File: src/logic/block_pkg.sv
`default_nettype none

package block_pkg;

    localparam int BOARD_COLS = 10;
    localparam int BOARD_ROWS = 24;           // Row 0 is the top of the well
    localparam int ROW_W = 5;
    localparam int COL_W = 4;
    localparam int SPAN_W = 4 + (1 << COL_W) - 1;   // One mask row at the widest column offset

    // Row port owners, lower index wins
    localparam int NUM_PORTS = 3;
    localparam int PORT_CLEAR = 0;
    localparam int PORT_LOCK = 1;
    localparam int PORT_CHECK = 2;

    typedef enum logic [2:0] {I, O, T, S, Z, J, L} piece_kind_t;

    typedef struct packed {
        piece_kind_t        kind;
        logic [1:0]         rot;    // Clockwise quarter turns
        logic [COL_W-1:0]   col;    // Left edge of the 4x4 mask
        logic [ROW_W-1:0]   row;    // Top edge of the 4x4 mask
    } piece_pos_t;

    // Bit 4*r+c is mask row r, mask column c
    typedef logic [15:0] piece_mask_t;

    typedef struct packed {
        logic [ROW_W-1:0]       addr;
        logic                   we;
        logic [BOARD_COLS-1:0]  wdata;  // Bit c is column c
    } row_bus_t;

    typedef logic [BOARD_ROWS*BOARD_COLS-1:0] board_t;

    // Places one mask row on the board columns; bits at BOARD_COLS and up fall off the right edge
    function automatic logic [SPAN_W-1:0] row_span(input logic [3:0] cells,
                                                   input logic [COL_W-1:0] col);
        row_span = {{(SPAN_W-4){1'b0}}, cells} << col;
    endfunction

endpackage

`default_nettype wire

File: src/logic/piece_shapes.sv
`timescale 1ns/1ps
`default_nettype none

module piece_shapes (
    input  block_pkg::piece_kind_t kind,
    input  logic [1:0]             rot,
    output block_pkg::piece_mask_t mask
);

    block_pkg::piece_mask_t base;

    // Cell (r, c) moves to (c, 3-r)
    function automatic block_pkg::piece_mask_t rotate_cw(input block_pkg::piece_mask_t m);
        block_pkg::piece_mask_t turned;
        for (int r = 0; r < 4; r++)
        begin
            for (int c = 0; c < 4; c++)
            begin
                turned[4*c + 3 - r] = m[4*r + c];
            end
        end
        return turned;
    endfunction

    always_comb
    begin
        case (kind)
            block_pkg::I: base = 16'h00f0;   // Flat bar in mask row 1
            block_pkg::O: base = 16'h0066;
            block_pkg::T: base = 16'h0027;
            block_pkg::S: base = 16'h0036;
            block_pkg::Z: base = 16'h0063;
            block_pkg::J: base = 16'h0047;
            block_pkg::L: base = 16'h0017;
            default:      base = '0;
        endcase
    end

    always_comb
    begin
        mask = base;
        for (int i = 0; i < 3; i++)
        begin
            if (2'(i) < rot)
                mask = rotate_cw(mask);
        end
    end

endmodule

`default_nettype wire

File: config.mk
export PLATFORM = sky130hd
export DESIGN_NAME = piece_shapes
export DESIGN_NICKNAME = d
export VERILOG_FILES = /design/src/logic/block_pkg.sv /design/src/logic/piece_shapes.sv
export SDC_FILE = /design/constraint.sdc
export NUM_CORES = 1
export LEC_CHECK = 0
export BUFFER_PORTS_ARGS = -buffer_cell sky130_fd_sc_hd__buf_4
export CAP_MARGIN = 20
export CORE_AREA = 4 4 41 43
export DETAILED_ROUTE_END_ITERATION = 12
export DIE_AREA = 0 0 45 47
export GPL_ROUTABILITY_DRIVEN = 0
export SYNTH_ARGS = -nofsm -noshare
export SYNTH_HDL_FRONTEND = slang
export SYNTH_SLANG_ARGS = --single-unit
File: constraint.sdc
create_clock -name vclk -period 1.6
set_input_delay 0.16 -clock vclk [all_inputs]
set_output_delay 0.16 -clock vclk [all_outputs]
set_load 0.05 [all_outputs]
==> summary.txt <==
Run status
  • Status: finished clean

Worst setup path
  • Worst setup path class: in2out
  • Critical Path RT: 1.44 ns
  • Critical path arrival: 1.26 ns
  • Crit Path Max Fanout: 13
  • CP endpoint kind: output port
  • CP startpoint kind: primary input

Floorplanning
  • # IOs: 21
  • Core area: 0.00130 mm²
  • Chip height: 47 µm
  • Initial Util: 27.2%
  • DIE AREA: 0.00212 mm²
  • Num rows: 13
  • Chip width: 45 µm

CTS
  • Post-CTS Hold Fix Bufs: 0
  • Post-CTS setup buffers: 0
  • CTS-repair resized insts: 0

GRT
  • Initial antenna violation count: 0
  • Global Route Usage Sum: 8.97%
  • Largest net degree at the start of global routing: 16
  • Global-route wire length before repair: 1510 µm
  • Number of global-route vias before repair: 348
  • GRT overflow: 0

Final layout
  • Ant. Diodes: 0
  • Area taken by multi-input logic gates: 335 µm²
  • # clk buffers: 0
  • Core Util, Final: 40.5%
  • Layout Nets: 79
  • Filler cell count: 154
  • Sequential cell count: 0
  • Fin cells: 87
  • Synth-to-Final Area Change: 48.8%
  • FF+latch area: 0 µm²
  • Layout cells sized above 1: 41.7%

Power
  • VDD IR-drop max: 0.000168 V
  • Leak Pwr: 0.224 nW
  • PwrDens: 473 mW/mm²
  • Sw Share: 68.3%
  • Sequential Power Share: 0%
  • Comb pwr share: 100.0%
  • Psw: 0.170 mW
  • Clock power frac: 0%
  • Power, Total: 0.249 mW
  • Pint: 0.0790 mW

Routing
  • Routed Antenna Nets: 0
  • Routed length per instance: 11.5 µm
  • Drt first-iter violations: 3
  • Vias per cell: 5.07
  • Via Count: 441
  • Wirelength, routed: 998 µm
  • DR DRC count: 0
  • DRT Pass-1 Iters: 2

Yosys
  • Syn avg cell area: 6.44 µm²
  • Main area contributors after synthesis: nor2_1 9.5%, buf_6 9.5%, o21a_1 8.5%, o22ai_1 7.1%, a2111oi_1 5.7%
  • Sequential element share of the synthesized area: 0%
  • Mux contribution to synthesized area: 0%
  • Top cells by count, synth: 9 x nor2_1, 4 x nand2_1, 4 x nor3_1, 4 x o21a_1, 4 x o22ai_1
  • Gate Count Post-Synth: 55
  • Mapped Area: 354 µm²
  • Synth top area share: 9.54%
  • Post-synthesis cell type count: 25
  • Compound-Gate Fraction of Synth Area: 33.9%
  • Count leader, synth: nor2_1
  • Syn. warnings: 0
  • Area leader, netlist: nor2_1
  • Adder-Cell Fraction of Synth Area: 0%
  • Largest family of logic cells by synthesized area: simple AND/OR/NAND/NOR gates
  • Post-Synth XOR/XNOR Area: 0%
  • Syn_nets: 60
  • Synth Area in Simple Gates: 51.6%

STA
  • Max_slew headroom: 74.1%
  • Unrepaired setup endpoints after global routing: no
  • Worst Tran Pin Value: 0.384 ns
  • F_max: 706 MHz
  • Final period utilization: 88.5%
  • Min Clock Period, post-route: 1.42 ns
  • Final Hold Fails: 0
  • Final setup fails: 0
  • Max-slew violation count: 0
  • Final hold slack: 0.691 ns
  • Setup_tns: 0 ns

Worst hold path
  • Worst Hold Class: in2out

Place
  • Placed insts: 87
  • DP Wirelength: 775 µm
  • I/O Buffers: 21

Run
  • MaxCap Viol Count: 0
power groups by stage:
stage               clock (mW)  sequential [mW]  combinational (mW)
floorplan                    0                0               0.191
global placement             0                0               0.250
detailed placement           0                0               0.251
CTS                          0                0               0.251
global route                 0                0               0.265
finish                       0                0               0.249
layer usage:
layer / vias up / global-route usage [%] / wire length (µm)
met4: 0 / 0 / 0
met2: 12 / 15.3 / 456
met3: 0 / 0.383 / 72
met1: 192 / 13.3 / 468
met5: - / 0 / 0
li1: 237 / - / -
layout make-up:
class                      count  area share, %
timing repair buffer          22           31.4
tap                           15           3.56
inverter                       2           1.43
multi-input combinational     48           63.7
per-stage QoR:
step                instance area [µm²]  setup slack (ns)
floorplan                           387            -0.152
global placement                    527             0.205
detailed placement                  527             0.181
CTS                                 527             0.180
global route                        527             0.112
finish                              527             0.184
worst max-delay path, cell delays in order:
cell	delay (ns)
buf_4	0.16
or3b_1	0.39
a311oi_2	0.28
nor2_1	0.07
buf_4	0.19
layout by cell type (no fill, tap or decap), types with 2 or more instances in the layout:
cell type,instances
o211ai_1,2
buf_4,22
or3b_1,2
nor2_1,9
o22ai_1,4
nor3_1,2
o21a_1,4
inv_1,2
nand2_1,4
nor3_2,2
nand2b_1,3
a21oi_1,2
path summary, 6_finish.rpt:
check	start	depth (start not counted)	end	slack [ns]
worst max-delay path	kind[2]	5	mask[2]	0.18
worst min-delay path	rot[1]	3	mask[7]	0.69
logic make-up (layout without fill, tap and decap cells):
| logic type | Yosys count | in the layout |
|---|---|---|
| simple gates | 32 | 32 |
| compound gates | 16 | 16 |
| buf+inv | 7 | 24 |
No activity file was read; power rests on OpenSTA's default activity.
