**src/logic/block_pkg.sv**
```systemverilog
`default_nettype none

package block_pkg;

    localparam int BOARD_COLS = 10;
    localparam int BOARD_ROWS = 24;           // Row 0 is the top of the well
    localparam int ROW_W = 5;
    localparam int COL_W = 4;
    localparam int SPAN_W = 4 + (1 << COL_W) - 1;   // One mask row at the widest column offset

    // Row port owners, lower index wins
    localparam int NUM_PORTS = 3;
    localparam int PORT_CLEAR = 0;
    localparam int PORT_LOCK = 1;
    localparam int PORT_CHECK = 2;

    typedef enum logic [2:0] {I, O, T, S, Z, J, L} piece_kind_t;

    typedef struct packed {
        piece_kind_t        kind;
        logic [1:0]         rot;    // Clockwise quarter turns
        logic [COL_W-1:0]   col;    // Left edge of the 4x4 mask
        logic [ROW_W-1:0]   row;    // Top edge of the 4x4 mask
    } piece_pos_t;

    // Bit 4*r+c is mask row r, mask column c
    typedef logic [15:0] piece_mask_t;

    typedef struct packed {
        logic [ROW_W-1:0]       addr;
        logic                   we;
        logic [BOARD_COLS-1:0]  wdata;  // Bit c is column c
    } row_bus_t;

    typedef logic [BOARD_ROWS*BOARD_COLS-1:0] board_t;

    // Places one mask row on the board columns; bits at BOARD_COLS and up fall off the right edge
    function automatic logic [SPAN_W-1:0] row_span(input logic [3:0] cells,
                                                   input logic [COL_W-1:0] col);
        row_span = {{(SPAN_W-4){1'b0}}, cells} << col;
    endfunction

endpackage

`default_nettype wire

```
**src/logic/line_clearer.sv**
```systemverilog
`timescale 1ns/1ps
`default_nettype none

module line_clearer (
    input  logic                              clk,
    input  logic                              reset,
    input  logic                              start,
    input  logic                              grant,
    input  logic [block_pkg::BOARD_COLS-1:0]  rdata,
    output logic                              req,
    output block_pkg::row_bus_t               bus,
    output logic                              clear_done,
    output logic [2:0]                        lines_cleared
);

    typedef enum logic [1:0] {IDLE, READ, MOVE, ZERO} clear_state_t;

    clear_state_t                       state;
    clear_state_t                       phase;
    logic [block_pkg::ROW_W-1:0]        rptr;
    logic [block_pkg::ROW_W-1:0]        wptr;
    logic [2:0]                         count;
    logic [2:0]                         count_next;
    logic [block_pkg::BOARD_COLS-1:0]   hold;       // Row on its way down
    logic                               full;
    logic                               scan_end;
    logic                               finish;

    // Start cycle already reads the bottom row so the port never goes idle after a lock
    assign phase = (state == IDLE && start) ? READ : state;
    assign req = phase != IDLE;
    assign full = &rdata;

    assign count_next = (phase == READ && full) ? count + 3'd1 : count;
    assign scan_end = rptr == '0
                   && ((phase == READ && (full || rptr == wptr)) || phase == MOVE);
    assign finish = grant
                 && ((phase == ZERO && wptr == '0) || (scan_end && count_next == 3'd0));

    always_comb
    begin
        bus.addr = rptr;
        bus.we = 1'b0;
        bus.wdata = hold;
        case (phase)
            MOVE:
            begin
                bus.addr = wptr;
                bus.we = 1'b1;
            end
            ZERO:
            begin
                bus.addr = wptr;
                bus.we = 1'b1;
                bus.wdata = '0;     // Vacated top rows
            end
            default:
            begin
                bus.addr = rptr;
            end
        endcase
    end

    always_ff @(posedge clk)
    begin
        if (reset)
        begin
            state <= IDLE;
            rptr <= block_pkg::ROW_W'(block_pkg::BOARD_ROWS - 1);
            wptr <= block_pkg::ROW_W'(block_pkg::BOARD_ROWS - 1);
            count <= '0;
            clear_done <= 1'b0;
            lines_cleared <= '0;
        end
        else
        begin
            clear_done <= 1'b0;
            state <= phase;
            if (grant)
            begin
                count <= count_next;
                case (phase)
                    READ:
                    begin
                        if (!full && rptr != wptr)
                            state <= MOVE;      // Needs a second cycle at wptr
                        else
                        begin
                            if (!full)
                                wptr <= wptr - 1'b1;
                            if (rptr != '0)
                                rptr <= rptr - 1'b1;
                        end
                    end
                    MOVE:
                    begin
                        wptr <= wptr - 1'b1;
                        state <= READ;
                        if (rptr != '0)
                            rptr <= rptr - 1'b1;
                    end
                    ZERO: wptr <= wptr - 1'b1;
                    default: state <= phase;
                endcase
                if (scan_end)
                    state <= ZERO;
                if (finish)
                begin
                    state <= IDLE;
                    rptr <= block_pkg::ROW_W'(block_pkg::BOARD_ROWS - 1);
                    wptr <= block_pkg::ROW_W'(block_pkg::BOARD_ROWS - 1);
                    count <= '0;
                    clear_done <= 1'b1;
                    lines_cleared <= count_next;
                end
            end
        end
    end

    always_ff @(posedge clk)
    begin
        if (grant && phase == READ)
            hold <= rdata;
    end

endmodule

`default_nettype wire

```
**config.mk**
```make
export PLATFORM = sky130hd
export DESIGN_NAME = line_clearer
export DESIGN_NICKNAME = d
export VERILOG_FILES = /design/src/logic/block_pkg.sv /design/src/logic/line_clearer.sv
export SDC_FILE = /design/constraint.sdc
export NUM_CORES = 1
export LEC_CHECK = 0
export BUFFER_PORTS_ARGS = -buffer_cell sky130_fd_sc_hd__clkbuf_2
export CORE_ASPECT_RATIO = 2
export CORE_UTILIZATION = 54
export CTS_CLUSTER_SIZE = 20
export DETAILED_ROUTE_END_ITERATION = 10
export PLACE_DENSITY_LB_ADDON = 0.12
export RECOVER_POWER = 100
export SYNTH_ARGS = -nofsm -noshare
export SYNTH_HDL_FRONTEND = slang
export SYNTH_SLANG_ARGS = --single-unit
export TNS_END_PERCENT = 20
```
**constraint.sdc**
```tcl
create_clock -name clk -period 2.7 [get_ports clk]
set_clock_uncertainty 0.1 [all_clocks]
set_input_delay 0 -clock clk [delete_from_list [all_inputs] [get_ports clk]]
set_output_delay 0 -clock clk [all_outputs]
set_load 0.01 [all_outputs]
```
==> results.py <==
metrics = {
    "detailed_routing": {
        "final_antenna_net_count": 0,
        "drc": 0,
        "firstDrtPassIters": 5,
        "drt-initial-drc-count": 39,
        "wl_um": 4280,
        "via_per_inst": 5.93,
        "dr_total_vias": 1637,
        "wl_per_cell_um": 15.5,
    },
    "place": {
        "portBuffers": 34,
        "pre_cts_ws_ns": 0.0556,
        "place.gp.congestion": 0.867,
        "dp_cells": 253,
        "hpwl_um": 3160,
    },
    "synth": {
        "synth_nets": 205,
        "yosysMostFrequentCell": "dfxtp_1",
        "dominantRegCellSynth": "dfxtp_1",
        "yosysWarnings": 0,
        "synth-async-reset-ratio": 0,
        "avgSynthCellArea_um2": 9.43,
        "synth.cell_area_um2": 1760,
        "synth.distinct_cells": 55,
        "netlist_instances": 187,
        "synth-seq-cells": 29,
        "yosys-top-cells-count": "dfxtp_1 (19), nand2_1 (15), nor3_1 (14)",
        "synth_top_cell_area_share": 0.216,
        "yosys.area.top_type": "dfxtp_1",
        "ys_seq_area_frac": 0.386,
        "synth_edf_count": 10,
        "synth_area_leaders": "dfxtp_1 (22%), edfxtp_1 (17%), nor3_1 (4.0%)",
    },
    "job": {
        "drv_cap": 0,
    },
    "sta": {
        "setup_tns_ns": 0,
        "setup_violations": 0,
        "max_freq_mhz": 384,
        "final-hold-violation-count": 0,
        "finalMaxSlewViolations": 0,
        "holdWs_ns": 0.176,
        "rsz0062_at_grt": "false",
        "period_needed_ns": 2.60,
        "fin_crit_sh": 0.964,
        "max-slew-margin-rel": 0.598,
        "fin_ws_ns": 0.0968,
        "worst_slew_pin_slew_ns": 0.602,
    },
    "floorplanning": {
        "core_um2": 3160,
        "io_pins": 35,
        "die_y_um": 82.8,
        "dieWidth_um": 42.4,
        "rows": 29,
        "design.die.area_um2": 3510,
        "start_util": 0.558,
    },
    "layout": {
        "drive_gt1_frac": 0.216,
        "num-fill-cells": 268,
        "layout.nets": 262,
        "final_cell_count_no_fill": 276,
        "area_delta_synth_final_pct": 24.5,
        "n_antenna_cell": 0,
    },
    "clock_tree": {
        "cts.root.buffer_cell": "clkbuf_8",
        "path_clk_slew_ns": 0.06,
        "cts_buffers": 5,
        "htreeDepth": 2,
        "cts_tree": "yes",
        "insertion_delay_ns": 0.27,
        "cts.sinks": 29,
        "clockBufferDepth": 2,
    },
    "grt": {
        "grt_max_degree": 16,
        "grt_pass1_wl_um": 7220,
        "grt_pass1_vias": 1586,
        "grt.total_usage": 0.266,
        "grt.overflow.total": 0,
        "antenna_found_initial": 0,
    },
    "pwr": {
        "leakage_nw": 0.843,
        "powerDensity_nw_per_um2": 753,
        "vdd_ir_drop_max_mv": 0.666,
    },
    "critical_path": {
        "start_kind": "register",
        "crit_path_cell_trace": "inv_1, ha_1, or4b_4, nor3b_4, mux2i_2, nor4_4, buf_4, o21ai_2, a221oi_1",
        "cp_max_fo": 5,
        "required_ns": 2.78,
        "cp-end-kind": "register",
        "path_class": "reg2reg",
        "max_stage_delay_ns": 0.51,
        "cp.arrival_ns": 2.69,
        "crit_slowest_cell": "or4b_4",
    },
    "outcome": {
        "status": "finished clean",
    },
    "hold_path": {
        "worstHoldPathType": "in2reg",
    },
}
[cell usage in the layout (no fill, tap or decap), types with 2 or more instances in the layout]
| master | n |
|---|---|
| clkbuf_1 | 26 |
| a221oi_1 | 2 |
| mux2_2 | 4 |
| clkbuf_8 | 5 |
| inv_1 | 9 |
| buf_4 | 11 |
| ha_1 | 4 |
| nor4_4 | 2 |
| clkinv_2 | 2 |
| xnor2_1 | 5 |
| edfxtp_1 | 10 |
| nor2b_1 | 2 |
| nor2_1 | 10 |
| a21oi_1 | 3 |
| a22o_1 | 2 |
| nor3_1 | 14 |
| clkbuf_2 | 13 |
| a211oi_1 | 4 |
| xor2_1 | 6 |
| and2_1 | 5 |
| nand4_1 | 3 |
| dfxtp_1 | 19 |
| nand3_1 | 7 |
| dlygate4sd3_1 | 12 |
| nand2_1 | 15 |
| o21ai_0 | 8 |
| and2_0 | 6 |
| nor4b_1 | 3 |
| nor4_1 | 2 |
| or4_1 | 2 |
[final timing paths]
check,startpoint,end,slack (ns),depth (start not counted)
max,rptr[1]$_SDFFE_PP1P_,lines_cleared[0]$_SDFFE_PP0P_,0.1,9
min reg2reg,lines_cleared[0]$_SDFFE_PP0P_,lines_cleared[0]$_SDFFE_PP0P_,0.36,2
max reg2reg,rptr[1]$_SDFFE_PP1P_,lines_cleared[0]$_SDFFE_PP0P_,0.1,9
min,start,state[0]$_SDFF_PP0_,0.18,4
[layer usage]
layer	track usage	part of all wire	wire, um
met1	0.271	0.36	1520
met2	0.488	0.55	2340
met3	0.0478	0.048	207
met4	0.134	0.048	207
met5	0	0	0
[cell type report]
type / count / area (um2) / area share
multi-input combinational: 137 / 993 / 0.453
sequential: 29 / 681 / 0.310
timing repair buffer: 61 / 362 / 0.165
clock buffer: 6 / 72.6 / 0.0331
tap: 31 / 38.8 / 0.0177
inverter: 10 / 37.5 / 0.0171
clock inverter: 2 / 10.0 / 0.00456
[repair_timing]
item                       in CTS  in global routing
gates resized for setup         1                  3
hold endpoints to repair       14                  0
hold buffers                   12                  0
pin swaps                       0                  1
setup endpoints to repair       2                  7
buffers inserted                0                  3
[cells by family (layout without fill, tap and decap cells)]
family,after synthesis,in the layout,share of synthesized area
flops,29,29,0.386
xor+xnor,11,11,0.0546
simple gates,84,84,0.295
mux,5,5,0.0312
buf+inv,21,79,0.0596
fa+ha+maj,4,4,0.0284
compound gates,33,33,0.145
[state kept, by name, indices dropped and copies added, names as in the netlist]
| register | flops |
|---|---|
| hold | 10 |
| clear_done | 1 |
| lines_cleared | 3 |
| wptr | 5 |
| count | 3 |
| rptr | 5 |
| state | 2 |
[power breakdown]
part / internal [W] / total (W) / switching, W / leakage, nW
sequential: 0.000530 / 0.000588 / 0.0000577 / 0.249
combinational: 0.000309 / 0.000732 / 0.000422 / 0.549
clock: 0.000178 / 0.000333 / 0.000155 / 0.0450
[critical path, delay by kind of cell (launching register included)]
family / cells / cell delay (ns)
buffers and inverters: 2 / 0.31
muxes: 1 / 0.13
DFF: 1 / 0.32
adders and majority gates: 1 / 0.18
and+or+nand+nor: 3 / 1.12
AOI/OAI and AO/OA: 2 / 0.35
[per-stage QoR]
stage | total power, W | cell area (um2) | utilization
after detailed placement | 0.00134 | 1990 | 0.632
after global routing | 0.00178 | 2190 | 0.695
after global placement | 0.00131 | 1990 | 0.632
final | 0.00165 | 2190 | 0.695
after CTS | 0.00168 | 2200 | 0.698
after floorplan | 0.00109 | 1760 | -
(Power assumes the default switching activity.)
