$ cat src/logic/block_pkg.sv
`default_nettype none

package block_pkg;

    localparam int BOARD_COLS = 10;
    localparam int BOARD_ROWS = 24;           // Row 0 is the top of the well
    localparam int ROW_W = 5;
    localparam int COL_W = 4;
    localparam int SPAN_W = 4 + (1 << COL_W) - 1;   // One mask row at the widest column offset

    // Row port owners, lower index wins
    localparam int NUM_PORTS = 3;
    localparam int PORT_CLEAR = 0;
    localparam int PORT_LOCK = 1;
    localparam int PORT_CHECK = 2;

    typedef enum logic [2:0] {I, O, T, S, Z, J, L} piece_kind_t;

    typedef struct packed {
        piece_kind_t        kind;
        logic [1:0]         rot;    // Clockwise quarter turns
        logic [COL_W-1:0]   col;    // Left edge of the 4x4 mask
        logic [ROW_W-1:0]   row;    // Top edge of the 4x4 mask
    } piece_pos_t;

    // Bit 4*r+c is mask row r, mask column c
    typedef logic [15:0] piece_mask_t;

    typedef struct packed {
        logic [ROW_W-1:0]       addr;
        logic                   we;
        logic [BOARD_COLS-1:0]  wdata;  // Bit c is column c
    } row_bus_t;

    typedef logic [BOARD_ROWS*BOARD_COLS-1:0] board_t;

    // Places one mask row on the board columns; bits at BOARD_COLS and up fall off the right edge
    function automatic logic [SPAN_W-1:0] row_span(input logic [3:0] cells,
                                                   input logic [COL_W-1:0] col);
        row_span = {{(SPAN_W-4){1'b0}}, cells} << col;
    endfunction

endpackage

`default_nettype wire

$ cat src/logic/board_store.sv
`timescale 1ns/1ps
`default_nettype none

module board_store (
    input  logic                              clk,
    input  logic                              reset,
    input  block_pkg::row_bus_t               bus,
    output logic [block_pkg::BOARD_COLS-1:0]  rdata,
    output block_pkg::board_t                 board_view
);

    logic [block_pkg::BOARD_COLS-1:0] rows [block_pkg::BOARD_ROWS];

    // Read data is the old row when the same row is written this cycle
    always_comb
    begin
        if (bus.addr < block_pkg::ROW_W'(block_pkg::BOARD_ROWS))
            rdata = rows[bus.addr];
        else
            rdata = '0;     // Below the floor reads empty
    end

    always_ff @(posedge clk)
    begin
        if (reset)
        begin
            for (int r = 0; r < block_pkg::BOARD_ROWS; r++)
            begin
                rows[r] <= '0;
            end
        end
        else if (bus.we && bus.addr < block_pkg::ROW_W'(block_pkg::BOARD_ROWS))
        begin
            rows[bus.addr] <= bus.wdata;
        end
    end

    // Flat view for the renderer
    always_comb
    begin
        for (int r = 0; r < block_pkg::BOARD_ROWS; r++)
        begin
            board_view[r*block_pkg::BOARD_COLS +: block_pkg::BOARD_COLS] = rows[r];
        end
    end

endmodule

`default_nettype wire

$ cat config.mk
export PLATFORM = sky130hd
export DESIGN_NAME = board_store
export DESIGN_NICKNAME = d
export VERILOG_FILES = /design/src/logic/block_pkg.sv /design/src/logic/board_store.sv
export SDC_FILE = /design/constraint.sdc
export NUM_CORES = 1
export LEC_CHECK = 0
export BUFFER_PORTS_ARGS = -buffer_cell sky130_fd_sc_hd__buf_2
export CAP_MARGIN = 20
export CORE_MARGIN = 2
export CORE_UTILIZATION = 45
export CTS_CLUSTER_DIAMETER = 120
export DETAILED_ROUTE_END_ITERATION = 10
export PLACE_DENSITY = 0.8
export SLEW_MARGIN = 20
export SYNTH_ARGS = -nofsm -noshare
export SYNTH_HDL_FRONTEND = slang
export SYNTH_SLANG_ARGS = --single-unit
$ cat constraint.sdc
create_clock -name clk -period 5.7 [get_ports clk]
set_input_delay 0.285 -clock clk [delete_from_list [all_inputs] [get_ports clk]]
set_output_delay 0.285 -clock clk [all_outputs]
set_load 0.01 [all_outputs]
==> results.sh, run 1 <==
export IMPL_clock_fmax_mhz=322
export IMPL_yosysSeqAreaShare=0.663
export IMPL_start_kind="primary input"
export IMPL_finalSetupTns_ns=0
export IMPL_avgRoutedWirePerCell_um=28.3
export IMPL_status="finished, final reports clean"
export IMPL_synth_flop_cell="edfxtp_1"
export IMPL_ctsRootBufferMaster="clkbuf_16"
export IMPL_via_per_inst=6.41
export IMPL_synth_area_sq_mm=0.0109
export IMPL_finalMaxSlewViolations=0
export IMPL_port_buffers=267
export IMPL_critPathCaptureType="output pin"
export IMPL_cap_viol_max_count=0
export IMPL_drt_iter0_drc=1184
export IMPL_min_from="bus[4]"
export IMPL_arrival_ns=2.82
export IMPL_cts_buffers=23
export IMPL_rows=56
export IMPL_worst_slack_ns=2.60
export IMPL_die_area_sq_mm=0.0254
export IMPL_cellPowerDensity_mw_per_mm2=309
export IMPL_ios=268
export IMPL_htreeDepth=1
export IMPL_stdcell_count=1276
export IMPL_syn_num_nets=747
export IMPL_postCtsResizedCells=0
export IMPL_cts_clk_slew_worst_paths_ns=0.06
export IMPL_postCtsSetupRepairBufs=0
export IMPL_syn2layout_area_growth_pct=19.8
export IMPL_synth_edf_count=240
export IMPL_final_nets=958
export IMPL_cp_max_fo=35
export IMPL_synth_top_area_share=0.663
export IMPL_cts_sinks=240
export IMPL_hold_end="rows[10][4]$_SDFFCE_PN0P_"
export IMPL_utilization=0.551
export IMPL_hold_depth=3
export IMPL_die_h_um=159
export IMPL_netlist_instances=729
export IMPL_track_usage=0.273
export IMPL_finalSetupViolCount=0
export IMPL_relSlewSlack=0.229
export IMPL_core_area_sq_mm=0.0236
export IMPL_synth_distinct_cells=25
export IMPL_grt_pass1_vias=7804
export IMPL_tritoncts="yes"
export IMPL_synth_common_cells="edfxtp_1 (240), nor3_1 (240), clkbuf_1 (62)"
export IMPL_synth_seq_cells=240
export IMPL_final_hold_viol_count=0
export IMPL_path_class="in -> out"
export IMPL_dp_final_hpwl_um=25000
export IMPL_synthArstFlopShare=0
export IMPL_wl_um=36100
export IMPL_largest_reg_flops=240
export IMPL_grt_overflow_total=0
export IMPL_cts_hold_buffers_added=0
export IMPL_antenna_left=0
export IMPL_period_minus_slack_ns=3.10
export IMPL_die_x_um=159
export IMPL_grt_pass1_wl_um=51500
export IMPL_start_util=0.460
export IMPL_synth_area_per_cell_sq_um=14.9
export IMPL_peakVddDrop_v=0.000164
export IMPL_regMostFlops="rows"
export IMPL_drc_errors=0
export IMPL_synth_warnings=0
export IMPL_power_leakage_nw=4.45
export IMPL_tightest_slew_ns=1.15
export IMPL_grt_max_degree=67
export IMPL_cts_path_max_buffers=3
export IMPL_power_mw=4.03
export IMPL_period_share=0.545
export IMPL_drtPass1Iterations=6
export IMPL_min_path_type="in -> reg"
export IMPL_post_place_ws_ns=2.50
export IMPL_antenna_found_initial=0
export IMPL_vias=8181
export IMPL_rsz0062_at_grt="false"
export IMPL_netlist_top_cells_area="edfxtp_1 (66%), nor3_1 (11%), mux4_2 (11%)"
export IMPL_synth_top_area_cell="edfxtp_1"
export IMPL_dp_cells=1234
export IMPL_drive_gt1_frac=0.392
export IMPL_largestRegisters="rows: 240 flops"
export IMPL_gp_congestion=0.896
export IMPL_crit_required_ns=5.41
logic make-up (layout without fill, tap and decap cells):
logic type             count (synthesis)  after routing  share of synthesized area
AO/OA/AOI/OAI                         54             54                     0.0373
buffers and inverters                105            332                     0.0424
flip-flops                           240            240                      0.663
multiplexers                          60             60                      0.127
other                                  0              1                          0
AND/OR/NAND/NOR                      270            270                      0.129
cell usage in the layout, fill, tap and decap left out, drive strengths merged:
master	instances
buf	281
nor3	241
edfxtp	240
mux4	60
a22oi	30
clkbuf	27
o21bai	24
clkinv	12
nand3	10
inv	9
nor3b	3
nand2	3
and3b	2
nand3b	2
nand4b	2
nor2	2
clkinvlp	2
diode	1
nor2b	1
nand4	1
or3b	1
nand4bb	1
or3	1
bufinv	1
worst max-delay path: stages:
cell,delay (ns)
buf_4,0.45
buf_4,0.64
mux4_1,0.68
a22oi_1,0.32
nand3_1,0.21
buf_2,0.19
power breakdown:
part	total [mW]	switching, mW	internal (mW)
clock network	1.44	0.651	0.787
registers	2.12	0.0802	2.04
logic	0.469	0.302	0.167
stage by stage:
step                      cell area [sq um]  hold WS (ns)
after floorplan                       10900         0.627
after global placement                12300         0.725
after detailed placement              12300         0.730
after CTS                             13000         0.487
after global routing                  13000         0.521
final                                 13000         0.488
layer usage:
layer / GRT usage / part of all wire / up-vias
met2: 0.442 / 0.48 / 776
li1: - / - / 3338
met3: 0.0740 / 0.14 / 93
met5: 0 / 0 / -
met4: 0.0975 / 0.039 / 0
met1: 0.359 / 0.34 / 3974
cell type report:
class / instances / area (sq um)
antenna: 1 / 2.50
inverter: 10 / 37.5
timing repair buffer: 281 / 1460
clock buffer: 27 / 591
sequential: 240 / 7210
multi-input combinational: 384 / 3210
tap: 319 / 399
fill: 1929 / 10600
clock inverter: 14 / 98.8
worst max-delay path by stage:
| stage | from | slack (ns) | to | cells after the start |
|---|---|---|---|---|
| global placement | bus[11] | 2.60 | rows[1][5]$_SDFFCE_PN0P_ | 5 |
| detailed placement | bus[11] | 2.50 | rows[5][4]$_SDFFCE_PN0P_ | 5 |
| floorplan | bus[14] | 3.68 | rows[4][0]$_SDFFCE_PN0P_ | 4 |
| finish | bus[11] | 2.60 | rdata[0] | 6 |
| CTS | bus[11] | 2.62 | rdata[0] | 6 |
| global route | bus[11] | 2.51 | rdata[0] | 6 |
No activity file was read; power rests on OpenSTA's default activity.
==> run 2: changes to the inputs <==
==> constraint.sdc (replaced) <==
create_clock -name clk -period 3.2 [get_ports clk]
set_input_delay 0.16 -clock clk [delete_from_list [all_inputs] [get_ports clk]]
set_output_delay 0.16 -clock clk [all_outputs]
set_load 0.01 [all_outputs]
==> run 2 against run 1 <==
Via count rose by 1.9%. Final area is 3.4% higher. Combinational power grew 87%. Clock-buffer cell count fell by 1. Highest routed layer unchanged.
==> results.sh, run 2 (same netlist as run 1, synthesis figures left out) <==
export IMPL_cpMaxStageDelayCell="mux4_1"
export IMPL_final_cell_mix="buf_2 (266), nor3_1 (240), edfxtp_1 (240)"
export IMPL_peakVddDrop_v=0.000389
export IMPL_finalSetupTns_ns=0
export IMPL_crit_family="multiplexers"
export IMPL_avgRoutedWirePerCell_um=27.6
export IMPL_die_area_sq_mm=0.0254
export IMPL_arrival_ns=2.36
export IMPL_via_per_inst=6.35
export IMPL_die_x_um=159
export IMPL_wl_um=36200
export IMPL_rsz0062_at_grt="false"
export IMPL_ios=268
export IMPL_tightest_slew_ns=1.09
export IMPL_crit_buf_inv=1
export IMPL_final_nets=994
export IMPL_grt_overflow_total=0
export IMPL_cellPowerDensity_mw_per_mm2=561
export IMPL_finalMaxSlewViolations=0
export IMPL_period_minus_slack_ns=2.52
export IMPL_hold_end="rows[4][1]$_SDFFCE_PN0P_"
export IMPL_antenna_left=0
export IMPL_grt_pass1_wl_um=52500
export IMPL_drt_iter0_drc=1411
export IMPL_crit_chain="mux4_1 > a22oi_1 > nand3_1 > buf_2"
export IMPL_track_usage=0.277
export IMPL_cts_sinks=240
export IMPL_htreeDepth=1
export IMPL_drc_errors=0
export IMPL_grt_pass1_vias=8030
export IMPL_start_util=0.460
export IMPL_postCtsResizedCells=0
export IMPL_relSlewSlack=0.266
export IMPL_port_buffers=267
export IMPL_power_leakage_nw=4.69
export IMPL_crit_required_ns=3.04
export IMPL_grt_max_degree=66
export IMPL_drtPass1Iterations=5
export IMPL_clock_fmax_mhz=397
export IMPL_min_path_type="in -> reg"
export IMPL_gp_congestion=0.921
export IMPL_slowest_delay_ns=0.64
export IMPL_rows=56
export IMPL_worst_slack_ns=0.679
export IMPL_status="finished, final reports clean"
export IMPL_min_from="bus[1]"
export IMPL_syn2layout_area_growth_pct=23.8
export IMPL_largest_reg_flops=240
export IMPL_path_class="reg -> out"
export IMPL_period_share=0.788
export IMPL_final_hold_viol_count=0
export IMPL_critPathCaptureType="output pin"
export IMPL_cts_hold_buffers_added=0
export IMPL_tritoncts="yes"
export IMPL_power_mw=7.55
export IMPL_start_kind="flop"
export IMPL_die_h_um=159
export IMPL_vias=8340
export IMPL_cts_clk_slew_worst_paths_ns=0.06
export IMPL_cp_max_fo=2
export IMPL_hold_depth=3
export IMPL_dp_final_hpwl_um=25100
export IMPL_worst_path_stages=4
export IMPL_regMostFlops="rows"
export IMPL_utilization=0.570
export IMPL_postCtsSetupRepairBufs=0
export IMPL_drive_gt1_frac=0.413
export IMPL_finalSetupViolCount=0
export IMPL_cts_path_max_buffers=3
export IMPL_layout_commonest_cell="buf_2"
export IMPL_largestRegisters="rows: 240 flops"
export IMPL_ctsRootBufferMaster="clkbuf_16"
export IMPL_antenna_found_initial=2
export IMPL_cts_buffers=24
export IMPL_core_area_sq_mm=0.0236
export IMPL_cap_viol_max_count=0
export IMPL_post_place_ws_ns=0.721
==> run 2: cell types whose count changed in the layout (fill, tap and decap cells not counted), moves of 3 or more <==
cell,before,now
buf_4,14,43
buf_8,0,4
clkinv_1,5,9
bufinv_16,1,4
clkbuf_1,4,1
inv_2,4,1
==> run 2: metal layers <==
metal / global-route usage / vias to the layer above / wire, um
li1: - / 3416 / -
met1: 0.372 / 4094 / 12800
met2: 0.448 / 746 / 17600
met3: 0.0570 / 84 / 4580
met4: 0.105 / 0 / 1240
met5: 0 / - / 0
==> run 2: power breakdown <==
part	switching, mW	total (mW)	internal, mW
Clock	1.17	2.91	1.74
Sequential	0.128	3.76	3.63
Combinational	0.549	0.877	0.328
Total	1.85	7.55	5.69
==> run 2: stage by stage <==
step	instance area, sq um	hold slack (ns)	std cells
after global placement	12600	0.602	1264
final	13500	0.241	1313
after detailed placement	12600	0.602	1264
after floorplan	10900	0.502	729
after CTS	13400	0.310	1307
after global routing	13500	0.244	1313
==> run 2: worst max path at each step <==
stage | startpoint | to | slack, ns
after global routing | bus[11] | rdata[6] | 0.62
after global placement | bus[11] | rdata[6] | 0.71
after floorplan | bus[14] | rows[4][0]$_SDFFCE_PN0P_ | 1.31
after CTS | bus[11] | rdata[6] | 0.72
final | rows[9][6]$_SDFFCE_PN0P_ | rdata[6] | 0.68
after detailed placement | bus[11] | rdata[6] | 0.72
==> run 2: final cells by class <==
class	instances	area [sq um]
Antenna cell	1	2.50
Clock buffer	26	629
Clock inverter	17	183
Fill cell	1845	10200
Inverter	10	37.5
Multi-Input combinational cell	384	3210
Sequential cell	240	7210
Tap cell	319	399
Timing Repair Buffer	316	1780
