===== src/logic/block_pkg.sv =====
`default_nettype none

package block_pkg;

    localparam int BOARD_COLS = 10;
    localparam int BOARD_ROWS = 24;           // Row 0 is the top of the well
    localparam int ROW_W = 5;
    localparam int COL_W = 4;
    localparam int SPAN_W = 4 + (1 << COL_W) - 1;   // One mask row at the widest column offset

    // Row port owners, lower index wins
    localparam int NUM_PORTS = 3;
    localparam int PORT_CLEAR = 0;
    localparam int PORT_LOCK = 1;
    localparam int PORT_CHECK = 2;

    typedef enum logic [2:0] {I, O, T, S, Z, J, L} piece_kind_t;

    typedef struct packed {
        piece_kind_t        kind;
        logic [1:0]         rot;    // Clockwise quarter turns
        logic [COL_W-1:0]   col;    // Left edge of the 4x4 mask
        logic [ROW_W-1:0]   row;    // Top edge of the 4x4 mask
    } piece_pos_t;

    // Bit 4*r+c is mask row r, mask column c
    typedef logic [15:0] piece_mask_t;

    typedef struct packed {
        logic [ROW_W-1:0]       addr;
        logic                   we;
        logic [BOARD_COLS-1:0]  wdata;  // Bit c is column c
    } row_bus_t;

    typedef logic [BOARD_ROWS*BOARD_COLS-1:0] board_t;

    // Places one mask row on the board columns; bits at BOARD_COLS and up fall off the right edge
    function automatic logic [SPAN_W-1:0] row_span(input logic [3:0] cells,
                                                   input logic [COL_W-1:0] col);
        row_span = {{(SPAN_W-4){1'b0}}, cells} << col;
    endfunction

endpackage

`default_nettype wire


===== src/logic/row_arbiter.sv =====
`timescale 1ns/1ps
`default_nettype none

module row_arbiter (
    input  logic [block_pkg::NUM_PORTS-1:0] req,
    input  block_pkg::row_bus_t             bus_in [block_pkg::NUM_PORTS],
    output logic [block_pkg::NUM_PORTS-1:0] grant,
    output block_pkg::row_bus_t             bus_out
);

    // Walk from the lowest priority up so the lowest index requester is the last to land
    always_comb
    begin
        grant = '0;
        bus_out = '0;   // Idle bus never writes
        for (int i = block_pkg::NUM_PORTS - 1; i >= 0; i--)
        begin
            if (req[i])
            begin
                grant = '0;
                grant[i] = 1'b1;
                bus_out = bus_in[i];
            end
        end
    end

endmodule

`default_nettype wire


===== config.mk =====
export PLATFORM = sky130hd
export DESIGN_NAME = row_arbiter
export DESIGN_NICKNAME = d
export VERILOG_FILES = /design/src/logic/block_pkg.sv /design/src/logic/row_arbiter.sv
export SDC_FILE = /design/constraint.sdc
export NUM_CORES = 1
export LEC_CHECK = 0
export BUFFER_PORTS_ARGS = -buffer_cell sky130_fd_sc_hd__buf_2
export CELL_PAD_IN_SITES_DETAIL_PLACEMENT = 0
export CELL_PAD_IN_SITES_GLOBAL_PLACEMENT = 1
export CORE_ASPECT_RATIO = 0.75
export CORE_MARGIN = 5
export CORE_UTILIZATION = 20
export DETAILED_ROUTE_END_ITERATION = 10
export GPL_ROUTABILITY_DRIVEN = 0
export PLACE_DENSITY_LB_ADDON = 0.2
export SETUP_SLACK_MARGIN = 0.3
export SLEW_MARGIN = 5
export SYNTH_ARGS = -nofsm -noshare
export SYNTH_HDL_FRONTEND = slang
export SYNTH_SLANG_ARGS = --single-unit

===== constraint.sdc =====
create_clock -name vclk -period 1.31
set_input_delay 0.0655 -clock vclk [all_inputs]
set_output_delay 0.0655 -clock vclk [all_outputs]
set_load 0.1 [all_outputs]

==> results by group, run 1 <==
STA
  – RSZ-0062 raised after global routing: no
  – Period utilization: 0.694
  – Setup_tns: 0 ns
  – Worst Max-Slew Pin Slew: 0.276 ns
  – Normalized max-slew margin: 0.816
  – Hold Slack: 0.490 ns
  – Maximum clock rate: 1.10 GHz
  – Final Hold Vio Count: 0
  – Worst Slack Setup Final: 0.401 ns
  – Final min period: 0.909 ns
  – Final setup fails: 0
  – Slew Limit Fails: 0

Placed design
  – Post-DP HPWL: 1720 um
  – Worst slack at placement: 0.122 ns
  – DP Area: 1270 um^2
  – Port Buffers: 70

Synth
  – Syn Area/Cell: 6.56 um^2
  – Cell taking the most area after synthesis: nand3b_1
  – Syn_nets: 126
  – Distinct cells, synth: 8
  – Syn Std Cell Area: 492 um^2
  – Synth top area cells: nand3b_1 24%, a21oi_1 22%, nor2b_1 22%
  – Count leader, synth: a21oi_1
  – Sequential fraction of the synthesis area: 0
  – Syn Inst Count: 75
  – Synth top area share: 0.244
  – Yosys synthesis warning count: 0
  – Commonest cells post-synth: 22 x a21oi_1, 17 x nor2b_1, 16 x nand3b_1

Floorplan
  – Site Rows: 15
  – Initial Utilization: 0.211
  – Die Wd: 67.3 um
  – Die Ht: 52.9 um
  – I/O pin count: 70
  – Core ar.: 2330 um^2
  – Die area: 3560 um^2

Pwr
  – Leak Pwr: 0.529 nW
  – PD cells: 668 nW/um^2
  – Max VDD drop: 0.340 mV

Layout
  – Ant diodes: 0
  – # fillers: 235
  – Num sequential: 0
  – Nets: 189
  – Final instance area: 1280 um^2
  – Layout cells sized above 1: 0.647
  – Layout area overhead: 161%
  – Register cell area after layout: 0 um^2
  – Clock buffers: 0

Routing
  – WL final: 2110 um
  – Number of nets with antenna violations after routing: 0
  – Remaining DRCs: 0
  – First DRT Iteration DRCs: 30
  – Drt wl/cell: 12.4 um
  – Vias: 781
  – Via density: 4.59
  – First-pass DRT Iterations: 4

Clock tree
  – Postcts setup bufs: 0
  – Hold_buf cts: 0

Job
  – MaxCap Viol Count: 0

Global route
  – GRT Util Overall: 0.113
  – Vias in the first global route: 723
  – First-pass GRT wire length: 3220 um
  – Initial antenna violation count: 0
  – Total grt overflow: 0
  – Pin count of the biggest net entering global routing: 36

Worst setup path
  – Critical path capture point type: output pin
  – Crit. Startpoint: req[2]
  – CP Class: primary input to output pin
  – Crit-path max FO: 17
  – Critical Path Source Type: primary input
  – CP arrival: 0.84 ns
  – Req. time, crit path: 1.24 ns

Worst hold path
  – Hold Crit Start: req[0]
  – Tightest Hold Check Type: primary input to output pin

Run status
  – Status: finished, final reports clean
-- where the power goes --
group | leakage [nW] | internal, mW | total, mW | switching [mW]
combinational | 0.529 | 0.324 | 0.856 | 0.532
clock | 0 | 0 | 0 | 0
sequential | 0 | 0 | 0 | 0
-- area by class of cell --
class	instances	area, um^2	area share
tap	34	42.5	0.0332
multi-input combinational	66	588	0.459
timing repair buffer	70	651	0.508
-- critical path: stages --
cell and delay (ns):
clkbuf_4 0.23, nand3b_1 0.16, a21oi_4 0.19, buf_12 0.19
-- logic make-up (layout without fill, tap and decap cells) --
logic type             after synthesis  in the layout  share of synthesized area
buffers and inverters                9             70                      0.122
AND/OR/NAND/NOR                     34             34                      0.476
AO/OA/AOI/OAI                       32             32                      0.402
-- placed cells by master, fill, tap and decap left out --
cell type / Yosys / routed
a21oi_4: 0 / 16
clkbuf_4: 1 / 1
nor2b_2: 0 / 1
buf_12: 0 / 19
nand3b_1: 16 / 16
a21oi_1: 22 / 16
nor2b_1: 17 / 16
buf_6: 0 / 2
nor3b_4: 0 / 1
buf_2: 3 / 48
-- final timing paths --
kind,to,slack (ns),cells after the start
worst min-delay path,grant[0],0.49,2
worst max-delay path,bus_out[10],0.40,4
-- layer usage --
layer,GRT usage,part of all wire,vias up
li1,-,-,394
met1,0.141,0.36,361
met2,0.219,0.57,26
met3,0.0127,0.075,0
met4,0,0,0
met5,0,0,-
-- per-stage QoR --
stage | instances | total power, mW | utilization
2_1_floorplan | 75 | 0.562 | -
3_3_place_gp | 170 | 0.847 | 0.544
3_5_place_dp | 170 | 0.857 | 0.544
4_1_cts | 170 | 0.860 | 0.546
5_1_grt | 170 | 0.889 | 0.551
6_report | 170 | 0.856 | 0.551
-- timing repair --
action                     CTS  global route
gates cloned                 0             0
gates resized for setup      2             3
setup endpoints to repair   17            16
Note: power is estimated with default switching activity, not from simulation.
==> run 2: changes to the inputs <==
--- a/config.mk
+++ b/config.mk
@@ -5,12 +5,13 @@
 export SDC_FILE = /design/constraint.sdc
 export NUM_CORES = 1
 export LEC_CHECK = 0
+export ABC_AREA = 1
 export BUFFER_PORTS_ARGS = -buffer_cell sky130_fd_sc_hd__buf_2
 export CELL_PAD_IN_SITES_DETAIL_PLACEMENT = 0
 export CELL_PAD_IN_SITES_GLOBAL_PLACEMENT = 1
 export CORE_ASPECT_RATIO = 0.75
 export CORE_MARGIN = 5
-export CORE_UTILIZATION = 20
+export CORE_UTILIZATION = 14
 export DETAILED_ROUTE_END_ITERATION = 10
 export GPL_ROUTABILITY_DRIVEN = 0
 export PLACE_DENSITY_LB_ADDON = 0.2
==> constraint.sdc (replaced) <==
create_clock -name vclk -period 0.9
set_input_delay 0.045 -clock vclk [all_inputs]
set_output_delay 0.045 -clock vclk [all_outputs]
set_load 0.1 [all_outputs]
==> run 2 against run 1 <==
Net effect: sequential cell count unchanged; die area up 9.3%; first-iteration DRC count fell by 47%; global-route usage is 0.54 points higher; critical endpoint is now bus_out[7]; largest cell class unchanged.
==> results by group, run 2 <==
Job
  – MaxCap Viol Count: 0 (unchanged)

Routing
  – Remaining DRCs: 0 (unchanged)
  – Drt wl/cell: 13.4 um (+8.3%)
  – Vias: 834 (+6.8%)
  – Via density: 4.58 (-0.25%)
  – First DRT Iteration DRCs: 16 (-47%)
  – First-pass DRT Iterations: 4 (unchanged)
  – Number of nets with antenna violations after routing: 0 (unchanged)
  – WL final: 2440 um (+16%)

Floorplan
  – Die area: 3890 um^2 (+9.3%)
  – I/O pin count: 70 (unchanged)
  – Initial Utilization: 0.146 (-0.0653)
  – Die Wd: 70.4 um (+4.7%)
  – Core ar.: 2620 um^2 (+13%)
  – Site Rows: 16 (+1)
  – Die Ht: 55.3 um (+4.4%)

Pwr
  – Internal Pwr Total: 0.476 mW (+47%)
  – Max VDD drop: 0.406 mV (+20%)
  – PD cells: 909 nW/um^2 (+36%)
  – Logic pwr share: 1.000 (about the same)
  – Clk network pwr share: 0 (unchanged)
  – Sw Pwr: 0.788 mW (+48%)
  – Sw Ratio: 0.623 (+0.00194)
  – Final Power: 1.26 mW (+48%)
  – Seq pwr share: 0 (unchanged)
  – Leak Pwr: 0.663 nW (+25%)

Run status
  – Status: finished, final reports clean

Global route
  – First-pass GRT wire length: 3940 um (+22%)
  – GRT Util Overall: 0.118 (+0.00539)
  – Pin count of the biggest net entering global routing: 18 (-50%)
  – Vias in the first global route: 851 (+18%)
  – Total grt overflow: 0 (unchanged)
  – Initial antenna violation count: 0 (unchanged)

Worst setup path
  – Critical Path Source Type: primary input
  – Critical path capture point type: output pin
  – Top Family by Delay on Critical Path: buffers and inverters
  – WP buf/inv: 3 (+1)
  – CP Class: primary input to output pin
  – Crit-path max FO: 10 (-7)
  – Slowest stage cell, crit path: buf_12
  – Req. time, crit path: 0.85 ns (-0.39 ns)
  – Crit-path cells: buf_8 > nor2_4 > buf_12 > nand3_1 > nand3_4 > buf_12
  – CP most frequent cell: buf_12
  – CP arrival: 0.83 ns (about the same)
  – Crit-path max cell delay: 0.17 ns (-0.06 ns)

Placed design
  – Port Buffers: 70 (unchanged)
  – Post-DP HPWL: 2040 um (+19%)
  – Worst slack at placement: -0.0385 ns (-0.161 ns)

Synth
  – Yosys synthesis warning count: 0 (unchanged)
  – Distinct cells, synth: 8 (unchanged)
  – Cell taking the most area after synthesis: nand3_1
  – Synth top area share: 0.627 (+0.383)
  – Sequential fraction of the synthesis area: 0 (unchanged)
  – Syn_nets: 130 (+3.2%)
  – Syn Inst Count: 79 (+5.3%)
  – Count leader, synth: nand3_1
  – Commonest cells post-synth: 48 x nand3_1, 17 x nand2_1, 6 x buf_2
  – Syn Area/Cell: 4.85 um^2 (-26%)
  – Syn Std Cell Area: 383 um^2 (-22%)
  – Synth top area cells: nand3_1 63%, nand2_1 17%, buf_2 7.8%

Layout
  – Commonest non-fill, non-tap cell in the layout: buf_2
  – Register cell area after layout: 0 um^2 (unchanged)
  – Ant diodes: 0 (unchanged)
  – Layout cells sized above 1: 0.740 (+0.0927)
  – Layout area overhead: 263%
  – Clock buffers: 0 (unchanged)
  – Multi-input logic area: 606 um^2 (+3.0%)
  – Fin util: 0.530 (-0.0205)
  – Nets: 199 (+5.3%)
  – Commonest non-fill, non-tap cells in the layout: 48 x buf_2, 22 x nand3_1, 20 x buf_12
  – Num sequential: 0 (unchanged)
  – # fillers: 282 (+20%)

STA
  – Worst Max-Slew Pin Slew: 0.203 ns (-0.0727 ns)
  – Final Hold Vio Count: 0 (unchanged)
  – Hold Slack: 0.484 ns (-0.00673 ns)
  – Worst Slack Setup Final: 0.0295 ns (-0.372 ns)
  – Setup_tns: 0 ns (unchanged)
  – Slew Limit Fails: 0 (unchanged)
  – Final min period: 0.870 ns
  – RSZ-0062 raised after global routing: yes
  – Period utilization: 0.967
  – Maximum clock rate: 1.15 GHz
  – Normalized max-slew margin: 0.865 (+0.0485)
  – Final setup fails: 0 (unchanged)

Clock tree
  – Hold_buf cts: 0 (unchanged)

Worst hold path
  – Tightest Hold Check Type: primary input to output pin
-- run 2: changes by cell type after synthesis, moves of 2 or more --
cell and delta:
nand3_1 +48, a21oi_1 -22, nand2_1 +17, nor2b_1 -17, nand3b_1 -16, a21oi_2 -10, buf_2 +3, buf_4 -2
nor2_1 +2
-- run 2: final timing paths --
path | startpoint | end | slack (ns) | cells after the start
max | req[1] | bus_out[7] | 0.03 | 6
min | bus_in[42] | bus_out[10] | 0.48 | 4
-- run 2: cell families after synthesis --
family / count (synthesis) / share of synthesized area
simple gates: 68 / 0.843
buf+inv: 11 / 0.157
-- run 2: through the flow --
| stage | cells | cell area [um^2] |
|---|---|---|
| after floorplan | 79 | 659 |
| after CTS | 182 | 1370 |
| after global placement | 182 | 1300 |
| after global routing | 182 | 1390 |
| final | 182 | 1390 |
| after detailed placement | 182 | 1300 |
-- run 2: what timing repair did --
item | 4_1_cts | 5_1_grt
resized for setup | 18 | 4
setup endpoints to repair | 19 | 18
pin swaps | 2 | 0
buffers inserted | 0 | 0
-- run 2: power groups by stage --
stage / sequential, mW / combinational, mW / clock [mW]
4_1_cts: 0 / 1.27 / 0
3_5_place_dp: 0 / 1.24 / 0
6_report: 0 / 1.26 / 0
3_3_place_gp: 0 / 1.22 / 0
5_1_grt: 0 / 1.31 / 0
2_1_floorplan: 0 / 0.781 / 0
-- run 2: cell type report --
| cell class | count | share of cell area |
|---|---|---|
| Tap cell | 36 | 0.0324 |
| Inverter | 2 | 0.00900 |
| Multi-Input combinational cell | 68 | 0.436 |
| Timing Repair Buffer | 76 | 0.523 |
-- run 2: per-layer routing --
| metal | up-vias | GRT usage | routed length (um) |
|---|---|---|---|
| met5 | - | 0 | 0 |
| met4 | 0 | 0 | 0 |
| met3 | 0 | 0.0236 | 172 |
| met2 | 34 | 0.236 | 1390 |
| met1 | 389 | 0.136 | 880 |
| li1 | 411 | - | - |
